`src/seq_num_pkg.sv`:
```
// -------------------------------------------------
// Sequence number unit shared definitions
// Width constants, entry lifecycle enum,
// commit and squash notification structs
// -------------------------------------------------

`default_nettype none

package seq_num_pkg;

  // -------------------------------------------------
  // Sizes
  // -------------------------------------------------

  // Width of one sequence number
  localparam int unsigned SEQ_BITS = 5;

  // One entry per number, so the space wraps cleanly
  localparam int unsigned NUM_SEQ = 2 ** SEQ_BITS;

  // Occupancy needs one extra bit to hold a full window
  localparam int unsigned CNT_BITS = SEQ_BITS + 1;

  // -------------------------------------------------
  // Entry lifecycle
  // -------------------------------------------------

  // FREE  -> available to the allocator
  // BUSY  -> handed out, not yet committed
  // DONE  -> committed, waiting for in-order reclaim
  typedef enum logic [1:0] {
    ENTRY_FREE = 2'd0,
    ENTRY_BUSY = 2'd1,
    ENTRY_DONE = 2'd2
  } entry_state_e;

  // -------------------------------------------------
  // Notification payloads
  // -------------------------------------------------

  // Commit from the back end
  // Only seq_num matters here; the rest rides along for other consumers
  typedef struct packed {
    logic [SEQ_BITS-1:0] seq_num;
    logic [31:0]         pc;
    logic [4:0]          waddr;
    logic [31:0]         wdata;
    logic                wen;
  } commit_msg_t;

  // Squash from a mispredicting instruction
  // Everything younger than seq_num is discarded
  typedef struct packed {
    logic [SEQ_BITS-1:0] seq_num;
    logic [31:0]         target;
  } squash_msg_t;

endpackage

`default_nettype wire

```
`src/seq_alloc.sv`:
```
// -------------------------------------------------
// Sequence number allocator
// Head pointer, occupancy counter, valid/ready
// handshake and squash rewind
// -------------------------------------------------

`timescale 1ns/1ps
`default_nettype none

module seq_alloc #(
  parameter int RECLAIM_WIDTH = 2
) (
  input  wire                                   clk,
  input  wire                                   rst_n,

  // Allocation port
  output logic                                  alloc_valid,
  input  wire                                   alloc_ready,
  output logic [seq_num_pkg::SEQ_BITS-1:0]      alloc_seq_num,

  // Towards the entry array
  output logic                                  alloc_fire,
  output logic [seq_num_pkg::SEQ_BITS-1:0]      head,

  // Squash notification
  input  wire                                   squash_valid,
  input  wire  seq_num_pkg::squash_msg_t        squash_msg,

  // From the reclaimer
  input  wire  [seq_num_pkg::SEQ_BITS-1:0]      tail,
  input  wire  [$clog2(RECLAIM_WIDTH+1)-1:0]    reclaim_count,

  // Occupancy
  output logic [seq_num_pkg::CNT_BITS-1:0]      in_flight
);

  // Full window, as an occupancy value
  localparam logic [seq_num_pkg::CNT_BITS-1:0] FULL =
    seq_num_pkg::CNT_BITS'(seq_num_pkg::NUM_SEQ);

  // -------------------------------------------------
  // Handshake
  // -------------------------------------------------

  // Window is contiguous from tail, so the head entry is free
  // whenever occupancy is below a full window
  assign alloc_valid   = (in_flight < FULL) && !squash_valid;
  assign alloc_fire    = alloc_valid && alloc_ready;
  assign alloc_seq_num = head;

  // -------------------------------------------------
  // Squash rewind
  // -------------------------------------------------

  // Age of the squashing number, counted from the oldest in flight
  logic [seq_num_pkg::SEQ_BITS-1:0] squash_age;

  // Reclaim run widened to the counter
  logic [seq_num_pkg::CNT_BITS-1:0] reclaim_cnt_ext;

  logic [seq_num_pkg::SEQ_BITS-1:0] head_next;
  logic [seq_num_pkg::CNT_BITS-1:0] in_flight_next;

  assign squash_age      = squash_msg.seq_num - tail;
  assign reclaim_cnt_ext = seq_num_pkg::CNT_BITS'(reclaim_count);

  always_comb begin
    head_next      = head;
    in_flight_next = in_flight;
    if (squash_valid) begin
      // Squashing number survives, everything after it goes
      head_next      = squash_msg.seq_num + 1'b1;
      // Survivors are tail..squash point, minus this cycle's reclaim
      in_flight_next = seq_num_pkg::CNT_BITS'(squash_age) + 1'b1 - reclaim_cnt_ext;
    end else begin
      // Wraps modulo NUM_SEQ by width
      head_next      = head + seq_num_pkg::SEQ_BITS'(alloc_fire);
      in_flight_next = in_flight + seq_num_pkg::CNT_BITS'(alloc_fire) - reclaim_cnt_ext;
    end
  end

  // -------------------------------------------------
  // State
  // -------------------------------------------------

  always_ff @(posedge clk) begin
    if (!rst_n) begin
      head      <= '0;
      in_flight <= '0;
    end else begin
      head      <= head_next;
      in_flight <= in_flight_next;
    end
  end

endmodule

`default_nettype wire

```
`src/seq_entry.sv`:
```
// -------------------------------------------------
// Per-number state tracker
// Free, busy and done lifecycle of one sequence number
// -------------------------------------------------

`timescale 1ns/1ps
`default_nettype none

module seq_entry #(
  parameter int ENTRY_IDX = 0
) (
  input  wire                                clk,
  input  wire                                rst_n,

  // Allocation
  input  wire                                alloc_fire,
  input  wire  [seq_num_pkg::SEQ_BITS-1:0]   head,

  // Commit and squash notifications
  input  wire                                commit_valid,
  input  wire  seq_num_pkg::commit_msg_t     commit_msg,
  input  wire                                squash_valid,
  input  wire  seq_num_pkg::squash_msg_t     squash_msg,

  // Reclaim
  input  wire  [seq_num_pkg::SEQ_BITS-1:0]   tail,
  input  wire                                reclaim,

  output seq_num_pkg::entry_state_e          state
);

  // This entry's own number
  localparam logic [seq_num_pkg::SEQ_BITS-1:0] MY_IDX =
    seq_num_pkg::SEQ_BITS'(ENTRY_IDX);

  // Ages from the oldest in-flight number
  logic [seq_num_pkg::SEQ_BITS-1:0] my_age;
  logic [seq_num_pkg::SEQ_BITS-1:0] squash_age;

  logic alloc_hit;
  logic commit_hit;
  logic squash_hit;

  assign my_age     = MY_IDX - tail;
  assign squash_age = squash_msg.seq_num - tail;

  assign alloc_hit  = alloc_fire && (head == MY_IDX);
  assign commit_hit = commit_valid && (commit_msg.seq_num == MY_IDX);

  // Younger than the squash point and still holding a number
  assign squash_hit = squash_valid && (state != seq_num_pkg::ENTRY_FREE) &&
                      (my_age > squash_age);

  // Squash beats commit on the same entry
  always_ff @(posedge clk) begin
    if (!rst_n) begin
      state <= seq_num_pkg::ENTRY_FREE;
    end else if (squash_hit) begin
      state <= seq_num_pkg::ENTRY_FREE;
    end else if (reclaim) begin
      state <= seq_num_pkg::ENTRY_FREE;
    end else if (commit_hit && (state == seq_num_pkg::ENTRY_BUSY)) begin
      state <= seq_num_pkg::ENTRY_DONE;
    end else if (alloc_hit) begin
      state <= seq_num_pkg::ENTRY_BUSY;
    end
  end

endmodule

`default_nettype wire

```
`src/seq_reclaim.sv`:
```
// -------------------------------------------------
// In-order reclaimer
// Tail pointer and oldest-first scan freeing up to
// RECLAIM_WIDTH done entries per cycle
// -------------------------------------------------

`timescale 1ns/1ps
`default_nettype none

module seq_reclaim #(
  parameter int RECLAIM_WIDTH = 2
) (
  input  wire                                                 clk,
  input  wire                                                 rst_n,

  // Registered entry states, one per number
  input  seq_num_pkg::entry_state_e [seq_num_pkg::NUM_SEQ-1:0] states,

  // Oldest in-flight number
  output logic [seq_num_pkg::SEQ_BITS-1:0]                    tail,

  // Entries freed at the next edge
  output logic [seq_num_pkg::NUM_SEQ-1:0]                     reclaim_mask,
  output logic [$clog2(RECLAIM_WIDTH+1)-1:0]                  reclaim_count
);

  localparam int RC_BITS = $clog2(RECLAIM_WIDTH + 1);

  // -------------------------------------------------
  // Rotate by tail
  // -------------------------------------------------

  // Bit k is the done flag of the entry k places after tail
  logic [seq_num_pkg::NUM_SEQ-1:0] done_rot;

  always_comb begin
    for (int k = 0; k < seq_num_pkg::NUM_SEQ; k++) begin
      done_rot[k] = (states[seq_num_pkg::SEQ_BITS'(tail + k)] == seq_num_pkg::ENTRY_DONE);
    end
  end

  // -------------------------------------------------
  // Run scan
  // -------------------------------------------------

  // Leading run of done flags, capped at RECLAIM_WIDTH
  logic [RECLAIM_WIDTH-1:0] run_rot;
  logic [RC_BITS-1:0]       run_len;
  logic                     run_open;

  always_comb begin
    run_rot  = '0;
    run_len  = '0;
    run_open = 1'b1;
    for (int k = 0; k < RECLAIM_WIDTH; k++) begin
      // First busy or free entry closes the run
      if (run_open && done_rot[k]) begin
        run_rot[k] = 1'b1;
        run_len    = run_len + 1'b1;
      end else begin
        run_open = 1'b0;
      end
    end
  end

  // -------------------------------------------------
  // Rotate back to entry order
  // -------------------------------------------------

  always_comb begin
    reclaim_mask = '0;
    for (int k = 0; k < RECLAIM_WIDTH; k++) begin
      if (run_rot[k]) begin
        reclaim_mask[seq_num_pkg::SEQ_BITS'(tail + k)] = 1'b1;
      end
    end
  end

  assign reclaim_count = run_len;

  // -------------------------------------------------
  // Tail
  // -------------------------------------------------

  // Wraps modulo NUM_SEQ by width
  always_ff @(posedge clk) begin
    if (!rst_n) begin
      tail <= '0;
    end else begin
      tail <= tail + seq_num_pkg::SEQ_BITS'(run_len);
    end
  end

endmodule

`default_nettype wire

```
`src/seq_num_gen.sv`:
```
// -------------------------------------------------
// Sequence number unit top level
// Allocator, per-number entry array and reclaimer
// -------------------------------------------------

`timescale 1ns/1ps
`default_nettype none

module seq_num_gen #(
  parameter int RECLAIM_WIDTH = 2
) (
  input  wire                                clk,
  input  wire                                rst_n,

  // Allocation, valid/ready
  output logic                               alloc_valid,
  input  wire                                alloc_ready,
  output logic [seq_num_pkg::SEQ_BITS-1:0]   alloc_seq_num,

  // Commit notification, no back-pressure
  input  wire                                commit_valid,
  input  wire  seq_num_pkg::commit_msg_t     commit_msg,

  // Squash notification, no back-pressure
  input  wire                                squash_valid,
  input  wire  seq_num_pkg::squash_msg_t     squash_msg,

  // Numbers handed out and not yet reclaimed
  output logic [seq_num_pkg::CNT_BITS-1:0]   in_flight
);

  // -------------------------------------------------
  // Internal wiring
  // -------------------------------------------------

  logic                                                alloc_fire;
  logic [seq_num_pkg::SEQ_BITS-1:0]                    head;
  logic [seq_num_pkg::SEQ_BITS-1:0]                    tail;
  logic [seq_num_pkg::NUM_SEQ-1:0]                     reclaim_mask;
  logic [$clog2(RECLAIM_WIDTH+1)-1:0]                  reclaim_count;
  seq_num_pkg::entry_state_e [seq_num_pkg::NUM_SEQ-1:0] states;

  // Head side
  seq_alloc #(
    .RECLAIM_WIDTH (RECLAIM_WIDTH)
  ) i_seq_alloc (
    .clk           (clk),
    .rst_n         (rst_n),
    .alloc_valid   (alloc_valid),
    .alloc_ready   (alloc_ready),
    .alloc_seq_num (alloc_seq_num),
    .alloc_fire    (alloc_fire),
    .head          (head),
    .squash_valid  (squash_valid),
    .squash_msg    (squash_msg),
    .tail          (tail),
    .reclaim_count (reclaim_count),
    .in_flight     (in_flight)
  );

  // One tracker per sequence number
  for (genvar i = 0; i < seq_num_pkg::NUM_SEQ; i++) begin : g_entry
    seq_entry #(
      .ENTRY_IDX (i)
    ) i_seq_entry (
      .clk          (clk),
      .rst_n        (rst_n),
      .alloc_fire   (alloc_fire),
      .head         (head),
      .commit_valid (commit_valid),
      .commit_msg   (commit_msg),
      .squash_valid (squash_valid),
      .squash_msg   (squash_msg),
      .tail         (tail),
      .reclaim      (reclaim_mask[i]),
      .state        (states[i])
    );
  end

  // Tail side
  seq_reclaim #(
    .RECLAIM_WIDTH (RECLAIM_WIDTH)
  ) i_seq_reclaim (
    .clk           (clk),
    .rst_n         (rst_n),
    .states        (states),
    .tail          (tail),
    .reclaim_mask  (reclaim_mask),
    .reclaim_count (reclaim_count)
  );

endmodule

`default_nettype wire

```
`config.mk`:
```
export PLATFORM = sky130hd
export DESIGN_NAME = seq_num_gen
export DESIGN_NICKNAME = d
export VERILOG_FILES = /design/src/seq_num_pkg.sv /design/src/seq_alloc.sv /design/src/seq_entry.sv /design/src/seq_reclaim.sv /design/src/seq_num_gen.sv
export SDC_FILE = /design/constraint.sdc
export NUM_CORES = 1
export LEC_CHECK = 0
export ABC_CLOCK_PERIOD_IN_PS = 9140
export BUFFER_PORTS_ARGS = -buffer_cell sky130_fd_sc_hd__buf_2
export CAP_MARGIN = 20
export CORE_MARGIN = 3
export CORE_UTILIZATION = 40
export DETAILED_ROUTE_END_ITERATION = 10
export SYNTH_ARGS = -nofsm -noshare
export SYNTH_HDL_FRONTEND = slang
export SYNTH_HIERARCHICAL = 1
export SYNTH_SLANG_ARGS = --single-unit
```
`constraint.sdc`:
```
create_clock -name clk -period 9.14 [get_ports clk]
set_input_delay 1.828 -clock clk [delete_from_list [all_inputs] [get_ports clk]]
set_output_delay 1.828 -clock clk [all_outputs]
set_load 0.005 [all_outputs]
```
Word-level counts from Yosys, hierarchy flattened
Cells that the tools add are included.
W data, S select, Z words.
{ "word_totals": {"ram_bits": 0, "word_cells": 620, "output_inout_bits": 12, "reg_bits": 80, "romBits": 0, "memories": 0, "latchBits": 0} }
{ "classes": {"addsub": 42, "n_reduce_logical": 296, "n_div": 0, "n_shift": 0, "n_bitwise": 2, "order_cmp": 37, "multipliers": 0, "muxes": 80, "n_eq_ne": 96} }
{ "ops": {"columns": ["cell", "count"], "rows": [
  ["$logic_and A1 B1 Y1", 165],
  ["$eq A5 B5 Y1 const B", 32],
  ["$gt A5 B5 Y1", 32],
  ["$mux W2", 67],
  ["$reduce_bool A2 Y1", 64],
  ["$reduce_or A4 Y1", 32],
  ["$reduce_or A3 Y1", 32],
  ["$eq A5 B4 Y1 const B", 16],
  ["$sub A5 B5 Y5 const A", 16],
  ["$eq A2 B1 Y1 const B", 32],
  ["$mux W32", 2],
  ["$eq A5 B3 Y1 const B", 8],
  ["$sub A4 B5 Y5 const A", 8],
  ["$or A32 B32 Y32", 1],
  ["$bmux W2 S5", 2],
  ["$eq A5 B2 Y1 const B", 4],
  ["$sub A3 B5 Y5 const A", 4],
  ["$lt A5 B6 Y1 const B", 2],
  ["$sub A6 B2 Y6", 2],
  ["$add A5 B1 Y5 const B", 2],
  ["$demux W1 S5", 2],
  ["$eq A5 B1 Y1 const B", 2],
  ["$ge A5 B1 Y1 const B", 2],
  ["$logic_not A5 Y1", 2],
  ["15 further kinds", 22]
]} }

Depth between registers and ports, before layout
{ "depth": {"word_depth": 8, "ltp_mapped": 23} }

Hierarchy
The synthesis kept the hierarchy.
{ "modules_own_cells": {"columns": ["mod", "area_each_um2", "cells_per_inst", "instances"], "rows": [
  ["seq_reclaim", 2119.5, 287, 1],
  ["seq_entry (g_entry[14].i_seq_entry ...)", 427.9, 50, 3],
  ["seq_alloc", 1158.6, 138, 1],
  ["seq_entry (g_entry[10].i_seq_entry ...)", 459.2, 53, 2],
  ["seq_entry (g_entry[8].i_seq_entry)", 461.7, 52, 1],
  ["seq_entry (g_entry[0].i_seq_entry)", 459.2, 52, 1],
  ["seq_entry (g_entry[18].i_seq_entry)", 456.7, 52, 1],
  ["seq_entry (g_entry[2].i_seq_entry)", 454.2, 53, 1],
  ["seq_entry (g_entry[20].i_seq_entry)", 447.9, 51, 1],
  ["seq_entry (g_entry[4].i_seq_entry)", 447.9, 52, 1],
  ["seq_entry (g_entry[12].i_seq_entry)", 446.7, 51, 1],
  ["seq_entry (g_entry[24].i_seq_entry)", 445.4, 51, 1],
  ["seq_entry (g_entry[28].i_seq_entry)", 441.7, 51, 1],
  ["seq_entry (g_entry[16].i_seq_entry)", 437.9, 52, 1],
  ["17 more rows", null, null, null]
]} }

Worst setup path before layout
OpenSTA, ideal clock, no wires.
{ "synth_timing": {"path_type": "register -> register", "start": "register i_seq_reclaim/tail[0] (netlist name)", "end": "register i_seq_alloc/in_flight[5] (netlist name)", "setup_slack_ns": 2.279, "stages_incl_launch_ff": 21, "setup_ns": 0.112, "t_arrival_ns": 6.749, "synth_period_minus_slack_ns": 6.861, "t_required_ns": 9.028, "cell_sequence": "dfxtp_1 -> buf_6 -> buf_8 -> buf_6 -> buf_2 -> inv_1 -> ha_1 -> buf_2 -> o311a_1 -> nor4_4 -> buf_2 -> nand2_1 -> inv_1 -> inv_1 -> ha_1 -> ha_1 -> a211oi_1 -> o21bai_1 -> a21oi_1 -> xnor2_1 -> a2111oi_1"} }
{ "synth_via": {"elab_chain_cells": 8, "elab_cells_between_ends": 17, "classes_between": "add/sub (6); eq/ne (2); mux (8); reduce/logical (1)"} }
{ "synth_rtl": {"columns": ["item", "line_no", "rtl"], "rows": [
  ["start: declaration", "seq_reclaim.sv:20", "output logic [seq_num_pkg::SEQ_BITS-1:0] tail,"],
  ["start signal: assignment", "seq_reclaim.sv:90", "tail <= tail + seq_num_pkg::SEQ_BITS'(run_len);"],
  ["$add A5 B1 Y5 or $bmux W2 S5 (tied branches)", "seq_reclaim.sv:38", "done_rot[k] = (states[seq_num_pkg::SEQ_BITS'(tail + k)] == seq_num_pkg::ENTRY_DONE);"],
  ["$bmux W2 S5 or $mux W2 (tied branches)", "seq_reclaim.sv:38", null],
  ["$mux W2 (implied by the code) or $eq A2 B2 Y1 (tied branches)", "seq_reclaim.sv:38", null],
  ["$eq A2 B2 Y1 or $mux W1 (tied branches)", "seq_reclaim.sv:38, seq_reclaim.sv:57", null],
  ["$logic_and A1 B1 Y1 or $add A1 B1 Y2 (tied branches)", "seq_reclaim.sv:57, seq_reclaim.sv:59", null],
  ["$mux W2 *", "seq_reclaim.sv:57", "if (run_open && done_rot[k]) begin"],
  ["net reclaim_count[1]", "seq_num_gen.sv:40", "logic [$clog2(RECLAIM_WIDTH+1)-1:0] reclaim_count;"],
  ["$sub A6 B2 Y6 (on tied branches)", "seq_alloc.sv:78, seq_alloc.sv:74", null],
  ["$mux W6 *", "seq_alloc.sv:70", "if (squash_valid) begin"],
  ["end signal: assignment", "seq_alloc.sv:92", "in_flight <= in_flight_next;"],
  ["end: declaration", "seq_alloc.sv:34", "output logic [seq_num_pkg::CNT_BITS-1:0] in_flight"]
]} }
The timed path passes the listed nets; every way through them passes the cells marked *. The select of a mux whose other input is x is not followed.
A chain may end at the register's enable or synchronous reset.

Worst setup path after layout
{ "layout_timing": {"start": "register i_seq_reclaim/tail[4] (netlist name)", "end": "register i_seq_alloc/in_flight[5] (netlist name)"} }
The elaborated chain is that of the path after synthesis.

==> results.toml <==
[global_route]
grt_pass1_vias = 15249
global_route.overflow_total = 0
grt_antenna_before_repair = 0
grt_util_all_layers = 0.2159
grt_first_pass_wirelength_mm = 79.30
largest_net_degree_at_the_start_of_global_routing = 72

[pwr]
ir_worst_vdd_uv = 80.22
power_per_cell_area_nw_per_um2 = 66.35
leakage_power_of_the_design_uw = 0.006821

[routing]
finalWirelength_mm = 48.17
first_pass_iters = 5
drt_first_iter_violations = 957
antenna_violating_nets_post_route = 0
vias = 15193
route.detailed.vias_per_inst = 5.937
drt_drc_violations_left = 0
wirelength_per_cell_um = 18.82

[synthesis]
number_of_synthesized_flops_with_an_enable_pin = 0
yosys.area_share.adder = 0.2786
dominantRegCellSynth = "dfxtp_1"
mappedNetlistNets = 2463
synth_compound_area_frac = 0.1976
yosysSeqAreaShare = 0.09493
synth.avg_cell_area_um2 = 8.469
synth.largest_area_cell = "ha_1"
synth.yosys.warnings = 6
synth_simple_gate_area_frac = 0.2072
synth-async-reset-ratio = 0
netlist_instances = 1992
synth.ff_latch_count = 80
synth-xor-area-share = 0.1276
synth_top_area_frac = 0.2359
netlist_top_cells_area = "ha_1 (24%), dfxtp_1 (9.5%), xnor2_1 (6.9%)"
yosys.cell_types.count = 100
synth.most_common_cell = "ha_1"
synth.mux.area_fraction = 0.02247
synth_top_cells_by_count = "ha_1 (318), inv_1 (263), a21oi_1 (144), xnor2_1 (132), xor2_1 (110)"
dominant_combinational_cell_family_by_area_after_synthesis = "adder cells"
mappedNetlistArea_um2 = 16870

[job]
timing.max_cap.violations = 0

[floorplanning]
core_um2 = 41200
die-area_um2 = 44680
die_w_um = 211.4
start_util = 0.4094
pin_count = 129
floorplan.rows = 74
die_y_um = 211.4

[sta]
fmaxAchievable_mhz = 178.9
smallest_hold_slack_ns = 0.5475
relSlewSlack = 0.3998
setup_tns_ns = 0
final.min_clock_period_ns = 5.588
period_utilisation_layout = 0.6114
tightestPinTransition_ns = 0.9003
clock-skew-final_ns = 0.006476
rsz0062_at_grt = "false"
final-setup-viol-count = 0
timing.final.hold_violations = 0
final_max_slew_viol_count = 0

[hold_path]
hold_path.class = "reg2reg"

[clocking]
post_cts_buffers = 0
worst_setup_hold_path_clk_slew_ns = 0.07
htree_num_levels = 3
clock_sinks = 80
worstSkewPairLatency_ns = 0.36
ctsResizeCount = 0
numCtsBuffers = 9
cts.path.max_buffers = 2
cts_root_buffer = "clkbuf_16"
tritoncts = "yes"
cts.hold.buffers_added = 0

[final_layout]
layout.cell_area.non_filler_um2 = 17990
fillerInstances = 4097
number_of_antenna_repair_diodes = 0
area_growth_syn_to_layout_pct = 6.616
final_cells = 2559
final_util = 0.4365
nets = 2493
drive_above_1_share = 0.09817

[placed_design]
placement.cell_area_um2 = 17680
place.port_buffers = 26
dpl.cell_count = 2543
gp_congestion = 0.9241
detailedPlacementHpwl_mm = 32.31

[worst_setup_path]
crit_path_start_kind = "flop"
timing.critical_path.cells = "buf_4 -> xnor2_1 -> o32ai_1 -> o311a_1 -> nor4_4 -> nor3_1 -> ha_1 -> inv_1 -> ha_1 -> a211oi_1 -> o21bai_1 -> a21oi_1 -> xnor2_1 -> a2111oi_1"
critPathArrivalTime_ns = 5.83
setup.worst_path.class = "reg2reg"
worstSetupEndpointType = "flop"
cp_slowest_cell = "dfxtp_4"
critPathMaxStageDelay_ns = 0.84
worstPathRequired_ns = 9.38
path_max_fanout = 56

[outcome]
run_status = "complete, no violations"
==> cells in the final DEF, fill, tap and decap left out, drive strengths merged, types with 15 or more instances in the layout <==
cell	synthesis	layout
nor4	20	20
inv	271	271
o21ai	44	44
ha	318	318
nand2	66	66
xnor2	133	133
nand4b	18	18
nand3	66	66
dfxtp	80	80
buf	23	50
a211oi	16	16
a31oi	35	35
o221ai	26	26
nor2b	54	54
a21o	71	71
a2111oi	18	18
o2111ai	25	25
mux2i	15	15
nor2	60	60
xor2	111	111
nand2b	40	40
nor3	40	40
nand4	49	49
a21oi	151	151
fa	36	36
==> stage by stage <==
step	total power [uW]	setup WS, ns
floorplan	673.5	2.279
global placement	795.3	3.628
detailed placement	806.6	3.542
CTS	1200	3.518
global route	1266	3.119
finish	1193	3.552
==> cell type report <==
cell class / count / area, um2 / share of cell area
Tap cell: 532 / 665.6 / 0.03701
Timing Repair Buffer: 50 / 312.8 / 0.01739
Clock buffer: 13 / 270.3 / 0.01503
Inverter: 271 / 1017 / 0.05656
Multi-Input combinational cell: 1610 / 14060 / 0.7817
Clock inverter: 3 / 40.04 / 0.002226
Sequential cell: 80 / 1620 / 0.09009
==> registers in the layout, indices dropped and copies added (netlist names) <==
| register | cells |
|---|---|
| g_entry.i_seq_entry/state | 64 |
| i_seq_alloc/alloc_seq_num | 5 |
| i_seq_alloc/in_flight | 6 |
| i_seq_reclaim/tail | 5 |
==> final timing paths <==
kind	end	startpoint	cells past startpoint	slack, ns
worst max register to register	i_seq_alloc/in_flight[5]	i_seq_reclaim/tail[4]	14	3.55
worst max-delay path	i_seq_alloc/in_flight[5]	i_seq_reclaim/tail[4]	14	3.55
worst min-delay path	g_entry[26].i_seq_entry/state[1]	g_entry[26].i_seq_entry/state[1]	2	0.55
worst min register to register	g_entry[26].i_seq_entry/state[1]	g_entry[26].i_seq_entry/state[1]	2	0.55
==> routing by layer <==
metal	track usage	routed length [um]	vias up
met3	0.01660	2089	84
met2	0.3760	22780	399
li1	-	-	7359
met4	0.06790	1195	0
met1	0.2852	22110	7351
met5	0	0	-
==> power by group <==
| group | switching, uW | leakage, uW | total [uW] | internal (uW) |
|---|---|---|---|---|
| logic | 260 | 0.00601 | 439 | 180 |
| registers | 7.00 | 0.000651 | 362 | 355 |
| clock network | 159 | 0.000156 | 392 | 233 |
==> cell families (layout without fill, tap and decap cells) <==
logic type                 after synthesis  after routing
AOI/OAI and AO/OA                      461            461
buffers and inverters                  302            337
muxes                                   25             25
xor gates and xnor gates               244            244
adders and majority gates              354            354
and+or+nand+nor                        526            526
DFF                                     80             80
==> critical path: cells and delay by family, from the launching register on <==
family / cells / cell delay (ns)
AND/OR/NAND/NOR: 2 / 0.72
buffers and inverters: 2 / 0.86
AO/OA/AOI/OAI: 6 / 2.08
XOR/XNOR: 2 / 0.31
flip-flops: 1 / 0.84
adder cells (fa/ha/maj): 2 / 0.60
Note: power is estimated with default switching activity, not from simulation.
